===== config.mk =====
export PLATFORM = sky130hd
export DESIGN_NAME = eightbit
export DESIGN_NICKNAME = d
export VERILOG_FILES = /design/src/bus_pkg.sv /design/src/isa_pkg.sv /design/src/decode.sv /design/src/eightbit.sv /design/src/exec.sv /design/src/fetch.sv /design/src/writeback.sv
export VERILOG_INCLUDE_DIRS = /design/src /design/src/include
export SDC_FILE = /design/constraint.sdc
export NUM_CORES = 1
export LEC_CHECK = 0
export BUFFER_PORTS_ARGS = -buffer_cell sky130_fd_sc_hd__buf_2
export CORE_UTILIZATION = 30
export CTS_CLUSTER_DIAMETER = 40
export CTS_CLUSTER_SIZE = 14
export DETAILED_ROUTE_END_ITERATION = 8
export PLACE_DENSITY = 0.5
export SLEW_MARGIN = 10
export SYNTH_ARGS = -nofsm -noshare
export SYNTH_HDL_FRONTEND = slang
export SYNTH_HIERARCHICAL = 1
export SYNTH_SLANG_ARGS = --single-unit

===== constraint.sdc =====
create_clock -name clk -period 5.9 [get_ports clk]
set_input_delay 1.475 -clock clk [delete_from_list [all_inputs] [get_ports clk]]
set_output_delay 1.475 -clock clk [all_outputs]
set_load 0.02 [all_outputs]

===== src/include/cpu_settings.svh =====
`ifndef CPU_SETTINGS_SVH
`define CPU_SETTINGS_SVH

`define CPU_DATA_W   8
`define CPU_ADDR_W   8
`define CPU_INST_W   16
`define CPU_NUM_REGS 16

// First instruction is fetched from here after reset
`define CPU_RESET_PC 8'h00

`endif


===== src/bus_pkg.sv =====
`default_nettype none

`include "cpu_settings.svh"

package bus_pkg;

    // One request toward the shared memory bus
    typedef struct packed {
        logic                   req;
        logic                   we;
        logic [`CPU_ADDR_W-1:0] addr;
        logic [`CPU_DATA_W-1:0] wdata;
    } mem_req_t;

endpackage

`default_nettype wire


===== src/isa_pkg.sv =====
`default_nettype none

`include "cpu_settings.svh"

package isa_pkg;

    localparam int REG_IDX_W = $clog2(`CPU_NUM_REGS);

    typedef enum logic [3:0] {
        JMP  = 4'd0,
        LOD  = 4'd1,
        STR  = 4'd2,
        ADD  = 4'd3,
        ADDI = 4'd4,
        LODI = 4'd5,
        NAND = 4'd6,
        JEQZ = 4'd7
    } opcode_e;

    typedef struct packed {
        opcode_e                op;
        logic [REG_IDX_W-1:0]   r0;
        logic [REG_IDX_W-1:0]   r1;
        logic [REG_IDX_W-1:0]   r2;
        logic [`CPU_DATA_W-1:0] imm;
    } decoded_t;

    typedef struct packed {
        logic                   wr_en;
        logic [REG_IDX_W-1:0]   rd;
        logic [`CPU_DATA_W-1:0] val;
    } wb_t;

endpackage

`default_nettype wire


===== src/decode.sv =====
`timescale 1ns/1ns
`default_nettype none

`include "cpu_settings.svh"

module decode (
    input  wire                        clk,
    input  wire                        en,
    input  wire [`CPU_INST_W-1:0]      inst,
    output isa_pkg::decoded_t          dec,
    output logic                       ready
);

    isa_pkg::opcode_e                op;
    logic [isa_pkg::REG_IDX_W-1:0]   r0;
    logic [isa_pkg::REG_IDX_W-1:0]   r1;
    logic [isa_pkg::REG_IDX_W-1:0]   r2;
    logic [`CPU_DATA_W-1:0]          imm;

    // Fields from the top: op, r0, r1, r2
    always_comb begin
        op = isa_pkg::opcode_e'(inst[`CPU_INST_W-1 -: 4]);
        r0 = inst[`CPU_INST_W-5 -: isa_pkg::REG_IDX_W];
        r1 = inst[`CPU_INST_W-9 -: isa_pkg::REG_IDX_W];
        r2 = inst[isa_pkg::REG_IDX_W-1:0];

        // LODI and JMP carry a full byte, ADDI only the r2 nibble
        if (op == isa_pkg::LODI || op == isa_pkg::JMP)
            imm = inst[`CPU_DATA_W-1:0];
        else
            imm = `CPU_DATA_W'(r2);
    end

    // One cycle from en to ready
    always_ff @(posedge clk) begin
        ready <= en;
        if (en) begin
            dec.op  <= op;
            dec.r0  <= r0;
            dec.r1  <= r1;
            dec.r2  <= r2;
            dec.imm <= imm;
        end
    end

endmodule

`default_nettype wire


===== src/eightbit.sv =====
`timescale 1ns/1ns
`default_nettype none

`include "cpu_settings.svh"

module eightbit (
    input  wire                         clk,
    input  wire                         rst,
    input  wire                         mem_ready,
    input  wire [`CPU_DATA_W-1:0]       data_in,
    output logic                        mem_req,
    output logic                        we,
    output logic [`CPU_ADDR_W-1:0]      addr,
    output logic [`CPU_DATA_W-1:0]      data_out
);

    logic [`CPU_ADDR_W-1:0]                    pc;
    logic                                      fetch_en;
    logic                                      fetch_ready;
    logic                                      fetch_mem_ready;
    logic [`CPU_INST_W-1:0]                    fetch_inst;
    logic [`CPU_INST_W-1:0]                    decode_inst;
    logic                                      decode_en;
    logic                                      decode_ready;
    logic                                      exec_en;
    logic                                      exec_ready;
    logic                                      exec_mem_ready;
    logic                                      exec_flush;
    isa_pkg::opcode_e                          exec_op;
    logic [`CPU_DATA_W-1:0]                    exec_a;
    logic [`CPU_DATA_W-1:0]                    exec_b;
    logic [`CPU_DATA_W-1:0]                    exec_imm;
    logic [isa_pkg::REG_IDX_W-1:0]             exec_rd;
    logic [`CPU_ADDR_W-1:0]                    exec_pc_target;
    logic                                      wb_en;
    logic                                      wb_ready;
    logic [`CPU_NUM_REGS*`CPU_DATA_W-1:0]      regs;
    logic [`CPU_NUM_REGS-1:0][`CPU_DATA_W-1:0] rf_view;
    logic                                      fetch_held;
    logic                                      exec_held;
    logic                                      grant_exec;
    logic                                      take_fetch;
    logic                                      take_decode;
    logic                                      take_exec;
    logic                                      branch;
    logic                                      reads_r0;
    isa_pkg::decoded_t                         dec;
    isa_pkg::wb_t                              exec_wb;
    isa_pkg::wb_t                              wb_in;
    bus_pkg::mem_req_t                         fetch_bus;
    bus_pkg::mem_req_t                         exec_bus;
    bus_pkg::mem_req_t                         bus_out;

    fetch fetch_i (
        .clk       (clk),
        .rst       (rst),
        .en        (fetch_en),
        .pc        (pc),
        .mem_ready (fetch_mem_ready),
        .data_in   (data_in),
        .bus       (fetch_bus),
        .inst      (fetch_inst),
        .ready     (fetch_ready)
    );

    decode decode_i (
        .clk   (clk),
        .en    (decode_en),
        .inst  (decode_inst),
        .dec   (dec),
        .ready (decode_ready)
    );

    exec exec_i (
        .clk       (clk),
        .rst       (rst),
        .en        (exec_en),
        .op        (exec_op),
        .a         (exec_a),
        .b         (exec_b),
        .imm       (exec_imm),
        .mem_ready (exec_mem_ready),
        .data_in   (data_in),
        .bus       (exec_bus),
        .wb        (exec_wb),
        .pc_target (exec_pc_target),
        .flush     (exec_flush),
        .ready     (exec_ready)
    );

    writeback writeback_i (
        .clk   (clk),
        .rst   (rst),
        .en    (wb_en),
        .wb    (wb_in),
        .regs  (regs),
        .ready (wb_ready)
    );

    always_comb begin
        wb_in    = exec_wb;
        wb_in.rd = exec_rd;
    end

    // A stage hands over only when the next one is fully idle
    assign take_fetch  = fetch_en && fetch_ready && !decode_en && !decode_ready;
    assign take_decode = decode_en && decode_ready && !exec_en && !exec_ready &&
                         !wb_en && !wb_ready;
    assign take_exec   = exec_en && exec_ready && !wb_en && !wb_ready;
    assign branch      = take_exec && exec_flush;

    assign rf_view  = regs;
    assign reads_r0 = dec.op inside {isa_pkg::JMP, isa_pkg::STR, isa_pkg::JEQZ};

    // Exec has priority unless fetch is mid-handshake
    assign grant_exec      = exec_held || (!fetch_held && exec_bus.req);
    assign bus_out         = grant_exec ? exec_bus : fetch_bus;
    assign mem_req         = bus_out.req;
    assign we              = bus_out.we;
    assign addr            = bus_out.addr;
    assign data_out        = bus_out.wdata;
    assign exec_mem_ready  = grant_exec && mem_ready;
    assign fetch_mem_ready = !grant_exec && mem_ready;

    always_ff @(posedge clk or posedge rst) begin
        if (rst) begin
            fetch_held <= 1'b0;
            exec_held  <= 1'b0;
        end else if (exec_held) begin
            if (!exec_bus.req && !mem_ready)
                exec_held <= 1'b0;
        end else if (fetch_held) begin
            if (!fetch_bus.req && !mem_ready)
                fetch_held <= 1'b0;
        end else if (exec_bus.req) begin
            exec_held <= 1'b1;
        end else if (fetch_bus.req) begin
            fetch_held <= 1'b1;
        end
    end

    always_ff @(posedge clk or posedge rst) begin
        if (rst) begin
            pc        <= `CPU_RESET_PC;
            fetch_en  <= 1'b0;
            decode_en <= 1'b0;
            exec_en   <= 1'b0;
            wb_en     <= 1'b0;
        end else begin
            if (!fetch_en && !fetch_ready)
                fetch_en <= 1'b1;
            if (take_fetch) begin
                fetch_en  <= 1'b0;
                decode_en <= 1'b1;
                pc        <= pc + `CPU_ADDR_W'(2);
            end
            if (take_decode) begin
                decode_en <= 1'b0;
                exec_en   <= 1'b1;
            end
            if (take_exec) begin
                exec_en <= 1'b0;
                wb_en   <= 1'b1;
            end
            if (wb_en && wb_ready)
                wb_en <= 1'b0;
            if (branch) begin                           // Overrides the fetch handoff
                pc        <= exec_pc_target;
                fetch_en  <= 1'b0;
                decode_en <= 1'b0;
            end
        end
    end

    // Operands are read as exec starts, after writeback has settled
    always_ff @(posedge clk) begin
        if (take_fetch)
            decode_inst <= fetch_inst;
        if (take_decode) begin
            exec_op  <= dec.op;
            exec_rd  <= dec.r0;
            exec_imm <= dec.imm;
            exec_a   <= reads_r0 ? rf_view[dec.r0] : rf_view[dec.r1];
            exec_b   <= reads_r0 ? rf_view[dec.r1] : rf_view[dec.r2];
        end
    end

endmodule

`default_nettype wire


===== src/exec.sv =====
`timescale 1ns/1ns
`default_nettype none

`include "cpu_settings.svh"

module exec (
    input  wire                          clk,
    input  wire                          rst,
    input  wire                          en,
    input  wire isa_pkg::opcode_e        op,
    input  wire [`CPU_DATA_W-1:0]        a,
    input  wire [`CPU_DATA_W-1:0]        b,
    input  wire [`CPU_DATA_W-1:0]        imm,
    input  wire                          mem_ready,
    input  wire [`CPU_DATA_W-1:0]        data_in,
    output bus_pkg::mem_req_t            bus,
    output isa_pkg::wb_t                 wb,
    output logic [`CPU_ADDR_W-1:0]       pc_target,
    output logic                         flush,
    output logic                         ready
);

    typedef enum logic [1:0] {X_IDLE, X_REQ, X_WAIT, X_DONE} state_e;

    state_e                 state;
    logic                   req_q;
    logic                   we_q;
    logic                   wr_en_q;
    logic [`CPU_ADDR_W-1:0] addr_q;
    logic [`CPU_DATA_W-1:0] wdata_q;
    logic [`CPU_DATA_W-1:0] val_q;
    logic [`CPU_DATA_W-1:0] alu;
    logic                   writes;
    logic                   taken;
    logic                   is_mem;

    always_comb begin
        alu    = '0;
        writes = 1'b1;
        taken  = 1'b0;
        case (op)
            isa_pkg::ADD:  alu = a + b;
            isa_pkg::ADDI: alu = a + imm;
            isa_pkg::LODI: alu = imm;
            isa_pkg::NAND: alu = ~(a & b);
            isa_pkg::LOD:  alu = '0;                    // Value comes from memory
            isa_pkg::JMP:  begin
                writes = 1'b0;
                taken  = 1'b1;
            end
            isa_pkg::JEQZ: begin
                writes = 1'b0;
                taken  = (b == '0);
            end
            default:       writes = 1'b0;
        endcase
    end

    assign is_mem = (op == isa_pkg::LOD) || (op == isa_pkg::STR);

    assign bus = '{req: req_q, we: we_q, addr: addr_q, wdata: wdata_q};
    assign wb  = '{wr_en: wr_en_q, rd: '0, val: val_q};   // rd is tracked by the top level

    always_ff @(posedge clk or posedge rst) begin
        if (rst) begin
            state   <= X_IDLE;
            req_q   <= 1'b0;
            we_q    <= 1'b0;
            wr_en_q <= 1'b0;
            flush   <= 1'b0;
            ready   <= 1'b0;
        end else begin
            case (state)
                X_IDLE: begin
                    if (en) begin
                        flush   <= taken;
                        wr_en_q <= writes;
                        if (is_mem) begin
                            req_q <= 1'b1;
                            we_q  <= (op == isa_pkg::STR);
                            state <= X_REQ;
                        end else begin
                            ready <= 1'b1;
                            state <= X_DONE;
                        end
                    end
                end
                X_REQ: begin
                    if (mem_ready) begin
                        req_q <= 1'b0;
                        we_q  <= 1'b0;
                        state <= X_WAIT;
                    end
                end
                X_WAIT: begin
                    if (!mem_ready) begin
                        ready <= 1'b1;
                        state <= X_DONE;
                    end
                end
                X_DONE: begin
                    if (!en) begin
                        ready <= 1'b0;
                        state <= X_IDLE;
                    end
                end
            endcase
        end
    end

    always_ff @(posedge clk) begin
        if (state == X_IDLE && en) begin
            val_q     <= alu;
            pc_target <= a;
            addr_q    <= (op == isa_pkg::STR) ? b : a;  // STR addresses R[r1]
            wdata_q   <= a;
        end
        if (state == X_REQ && mem_ready && !we_q)
            val_q <= data_in;
    end

endmodule

`default_nettype wire


===== src/fetch.sv =====
`timescale 1ns/1ns
`default_nettype none

`include "cpu_settings.svh"

module fetch (
    input  wire                          clk,
    input  wire                          rst,
    input  wire                          en,
    input  wire [`CPU_ADDR_W-1:0]        pc,
    input  wire                          mem_ready,
    input  wire [`CPU_DATA_W-1:0]        data_in,
    output bus_pkg::mem_req_t            bus,
    output logic [`CPU_INST_W-1:0]       inst,
    output logic                         ready
);

    typedef enum logic [1:0] {F_IDLE, F_REQ, F_WAIT, F_DONE} state_e;

    state_e                 state;
    logic                   req_q;
    logic                   second;   // Low byte in flight
    logic                   stale;    // Cancelled while the bus was busy
    logic [`CPU_ADDR_W-1:0] addr_q;
    logic [`CPU_DATA_W-1:0] hi_byte;
    logic [`CPU_DATA_W-1:0] lo_byte;

    assign bus  = '{req: req_q, we: 1'b0, addr: addr_q, wdata: '0};
    assign inst = {hi_byte, lo_byte};

    always_ff @(posedge clk or posedge rst) begin
        if (rst) begin
            state  <= F_IDLE;
            req_q  <= 1'b0;
            second <= 1'b0;
            stale  <= 1'b0;
            ready  <= 1'b0;
        end else begin
            case (state)
                F_IDLE: begin
                    stale <= 1'b0;
                    if (en) begin
                        req_q  <= 1'b1;
                        second <= 1'b0;
                        state  <= F_REQ;
                    end
                end
                F_REQ: begin
                    if (!en)
                        stale <= 1'b1;
                    if (mem_ready) begin
                        req_q <= 1'b0;
                        state <= F_WAIT;
                    end
                end
                F_WAIT: begin
                    if (!mem_ready) begin
                        if (stale || !en) begin
                            state <= F_IDLE;            // Drop the half fetched word
                        end else if (second) begin
                            ready <= 1'b1;
                            state <= F_DONE;
                        end else begin
                            req_q  <= 1'b1;
                            second <= 1'b1;
                            state  <= F_REQ;
                        end
                    end else if (!en) begin
                        stale <= 1'b1;
                    end
                end
                F_DONE: begin
                    if (!en) begin
                        ready <= 1'b0;
                        state <= F_IDLE;
                    end
                end
            endcase
        end
    end

    always_ff @(posedge clk) begin
        if (state == F_IDLE && en)
            addr_q <= pc;
        else if (state == F_WAIT && !mem_ready && !second)
            addr_q <= addr_q + 1'b1;                    // pc+1 holds the low byte
        if (state == F_REQ && mem_ready) begin
            if (second)
                lo_byte <= data_in;
            else
                hi_byte <= data_in;
        end
    end

endmodule

`default_nettype wire


===== src/writeback.sv =====
`timescale 1ns/1ns
`default_nettype none

`include "cpu_settings.svh"

module writeback (
    input  wire                                      clk,
    input  wire                                      rst,
    input  wire                                      en,
    input  wire isa_pkg::wb_t                        wb,
    output logic [`CPU_NUM_REGS*`CPU_DATA_W-1:0]     regs,
    output logic                                     ready
);

    logic [`CPU_NUM_REGS-1:0][`CPU_DATA_W-1:0] rf;
    logic                                      do_write;

    assign regs = rf;

    // Single write on the first cycle of en
    assign do_write = en && !ready;

    always_ff @(posedge clk or posedge rst) begin
        if (rst) begin
            rf    <= '0;
            ready <= 1'b0;
        end else begin
            ready <= do_write;                          // One cycle pulse
            if (do_write && wb.wr_en)
                rf[wb.rd] <= wb.val;
        end
    end

endmodule

`default_nettype wire

==> results.yml <==
routing:
  num_vias: 9779
  detail-route-antenna-nets: 0
  remaining_drc_errors: 0
  wl_per_cell_um: 22.87
  routed_wl_mm: 42.34
  drt_first_pass_iters: 5
  first_iter_violations: 571
  vias_per_cell: 5.283
cts:
  clock_latency_ns: 0.59
  cts_sinks: 273
  post_cts_buffers: 0
  cts_resized: 0
  h-tree-depth: 2
  cts_buffers: 48
  clk_pin_slew_ns: 0.06
  root_buffer: "clkbuf_16"
  holdBufCountCts: 0
  clockBufferDepth: 3
  cts_tree: "built"
finish:
  fin_nets: 1178
  area_growth_pct: 15.28
  drive_gt1_share_pct: 28.48
  final_core_util_pct: 35.19
  seq_area_mm2: 0.007407
  antenna_cells: 0
  fillCellCount: 4840
  multi_input_area_mm2: 0.006978
grt:
  grt_start_max_net_pins: 54
  grt_pass1_vias: 9957
  track_usage_pct: 16.96
  grt_first_pass_wirelength_mm: 63.35
  grt_overflow: 0
  antenna_found_initial: 1
critical_path:
  path_buf_inv: 1
  crit_chain: "a21oi_2, mux2_2, buf_2"
  crit_family: "compound AO/OA/AOI/OAI gates"
  slowest_delay_ns: 0.86
  worstSetupStartpointType: "flop"
  cp_max_fo: 21
  cp.arrival_ns: 2.47
  slowest_stage: "a21oi_2"
  crit_required_ns: 4.43
  crit_path_end_kind: "output pin"
  regToRegSetupSlack_ns: 2.63
  criticalPathCategory: "reg2out"
yosys:
  synth_warnings: 6
  synth_area_mm2: 0.01497
  netlist_instances: 1133
  avgSynthCellArea_um2: 13.22
power:
  intPower_uw: 5505
  power_frac_clock_pct: 31.7
  vdd_drop_max_v: 0.0002115
  p_comb_share_pct: 31.7
  switching_power_uw: 3251
  sw_frac_of_total_pct: 37.13
  power.leakage_uw: 0.007343
  p_per_area_mw_per_mm2: 507.3
  seq_power_share_pct: 36.6
die:
  die_height_um: 225.4
  io_pins: 29
  die_x_um: 225.4
  coreArea_mm2: 0.04905
  dieArea_mm2: 0.05081
  initial_core_util_pct: 30.52
  rows: 81
timing:
  finalSetupTns_ns: 0
  whs_ns: 0.4066
  final-hold-violation-count: 0
  fmax_ghz: 0.2536
  finalSetupViolations: 0
  finClkSkew_ns: 0.03980
  layout_min_cycle_time_ns: 3.942
  worst_slack_ns: 1.958
  rsz0062_at_grt: "no"
  max_slew_margin_pct: 20.90
  drv_slew: 0
  fin_crit_sh_pct: 66.82
  tightestPinTransition_ns: 1.184
flow_run:
  maxCapViolations: 0
place:
  gp_congestion: 0.8247
  port_buffers: 28
  dp_hpwl_mm: 27.34
  post-place-ws_ns: 2.516
worst_hold_path:
  hold_class: "reg2reg"
run_status:
  status: "complete, no violations"
## placed cells by master, fill, tap and decap left out, types with 4 or more instances in the layout
master        n
mux2_2      168
dfrtp_1     156
mux2i_1     143
edfxtp_1    116
a22oi_1      66
clkbuf_16    50
nand2_1      46
nor2_1       30
buf_2        28
mux4_1       27
inv_1        26
a21oi_1      24
buf_4        21
ha_1         18
nand3_1      17
o21ai_0      16
nand4_1      14
o211ai_1     12
xor2_1        9
nor2b_1       9
nand4b_1      9
inv_6         9
a31oi_1       9
conb_1        9
o221ai_1      8
and3_1        8
mux4_2        7
and2_1        6
nand2b_1      6
xnor2_1       6
inv_8         6
clkinv_2      6
clkinv_4      6
o31ai_1       6
nor2_2        5
clkinv_8      4
clkinvlp_4    4
nor3_1        4
a222oi_1      4
## metrics by stage
stage	cells	total power, uW	cell area, um2
floorplan	1141	5098	15000
global placement	1762	5965	15620
detailed placement	1762	5993	15620
CTS	1851	8830	17260
global route	1851	9196	17260
finish	1851	8757	17260
## power groups by stage
stage                     registers, uW  logic, uW  clock network, uW
after global placement             3230       2740                  0
after CTS                          3210       2770               2850
after floorplan                    2930       2170                  0
final                              3200       2780               2780
after detailed placement           3230       2760                  0
after global routing               3290       2980               2930
## final cells by class
type / instances / area share, %
Multi-Input combinational cell: 749 / 40.43
Timing Repair Buffer: 49 / 1.725
Clock buffer: 52 / 7.293
Inverter: 27 / 0.6017
Tap cell: 664 / 4.813
Clock inverter: 37 / 2.225
Sequential cell: 273 / 42.91
## worst register-to-register path, stage by stage, from the launching register on
cell      delay, ns
edfxtp_1       0.53
nor4b_4        0.69
mux2_2         0.28
ha_1           0.15
inv_1          0.06
fa_1           0.42
nor2b_1        0.18
o31a_1         0.17
a21oi_1        0.05
a222oi_1       0.29
o21ai_0        0.14
## layer usage
| layer | global-route usage, % | routed length, um |
|---|---|---|
| met5 | 0 | 0 |
| met4 | 7.790 | 1561 |
| met3 | 2.999 | 2031 |
| met2 | 27.66 | 20100 |
| met1 | 21.86 | 18650 |
## flip-flops by register name, indices dropped and copies added, names as in the netlist, 2 cells and up
register          cells
writeback_i/regs    128
decode_i/dec         20
decode_inst          16
exec_a                8
exec_b                8
exec_i/addr_q         8
exec_i/val_q          8
exec_i/wdata_q        8
exec_imm              8
fetch_i/addr_q        8
fetch_i/hi_byte       8
fetch_i/lo_byte       8
pc                    8
exec_op               4
exec_rd               4
exec_i/state          2
fetch_i/state         2
## path summary, 6_finish.rpt
check,startpoint,to,cells after the start
max in group asynchronous,rst,writeback_i/regs[66]$_DFFE_PP0P_,3
setup / recovery,exec_i/req_q$_DFFE_PP0P_,addr[3],3
hold reg to reg,decode_inst[1]$_DFFE_PP_,decode_i/dec[1]$_DFFE_PP_,0
setup reg to reg,exec_op[1]$_DFFE_PP_,exec_i/val_q[4]$_DFFE_PP_,10
min in group asynchronous,rst,fetch_i/ready$_DFFE_PP0P_,2
hold / removal,decode_inst[1]$_DFFE_PP_,decode_i/dec[1]$_DFFE_PP_,0
(Power assumes the default switching activity.)
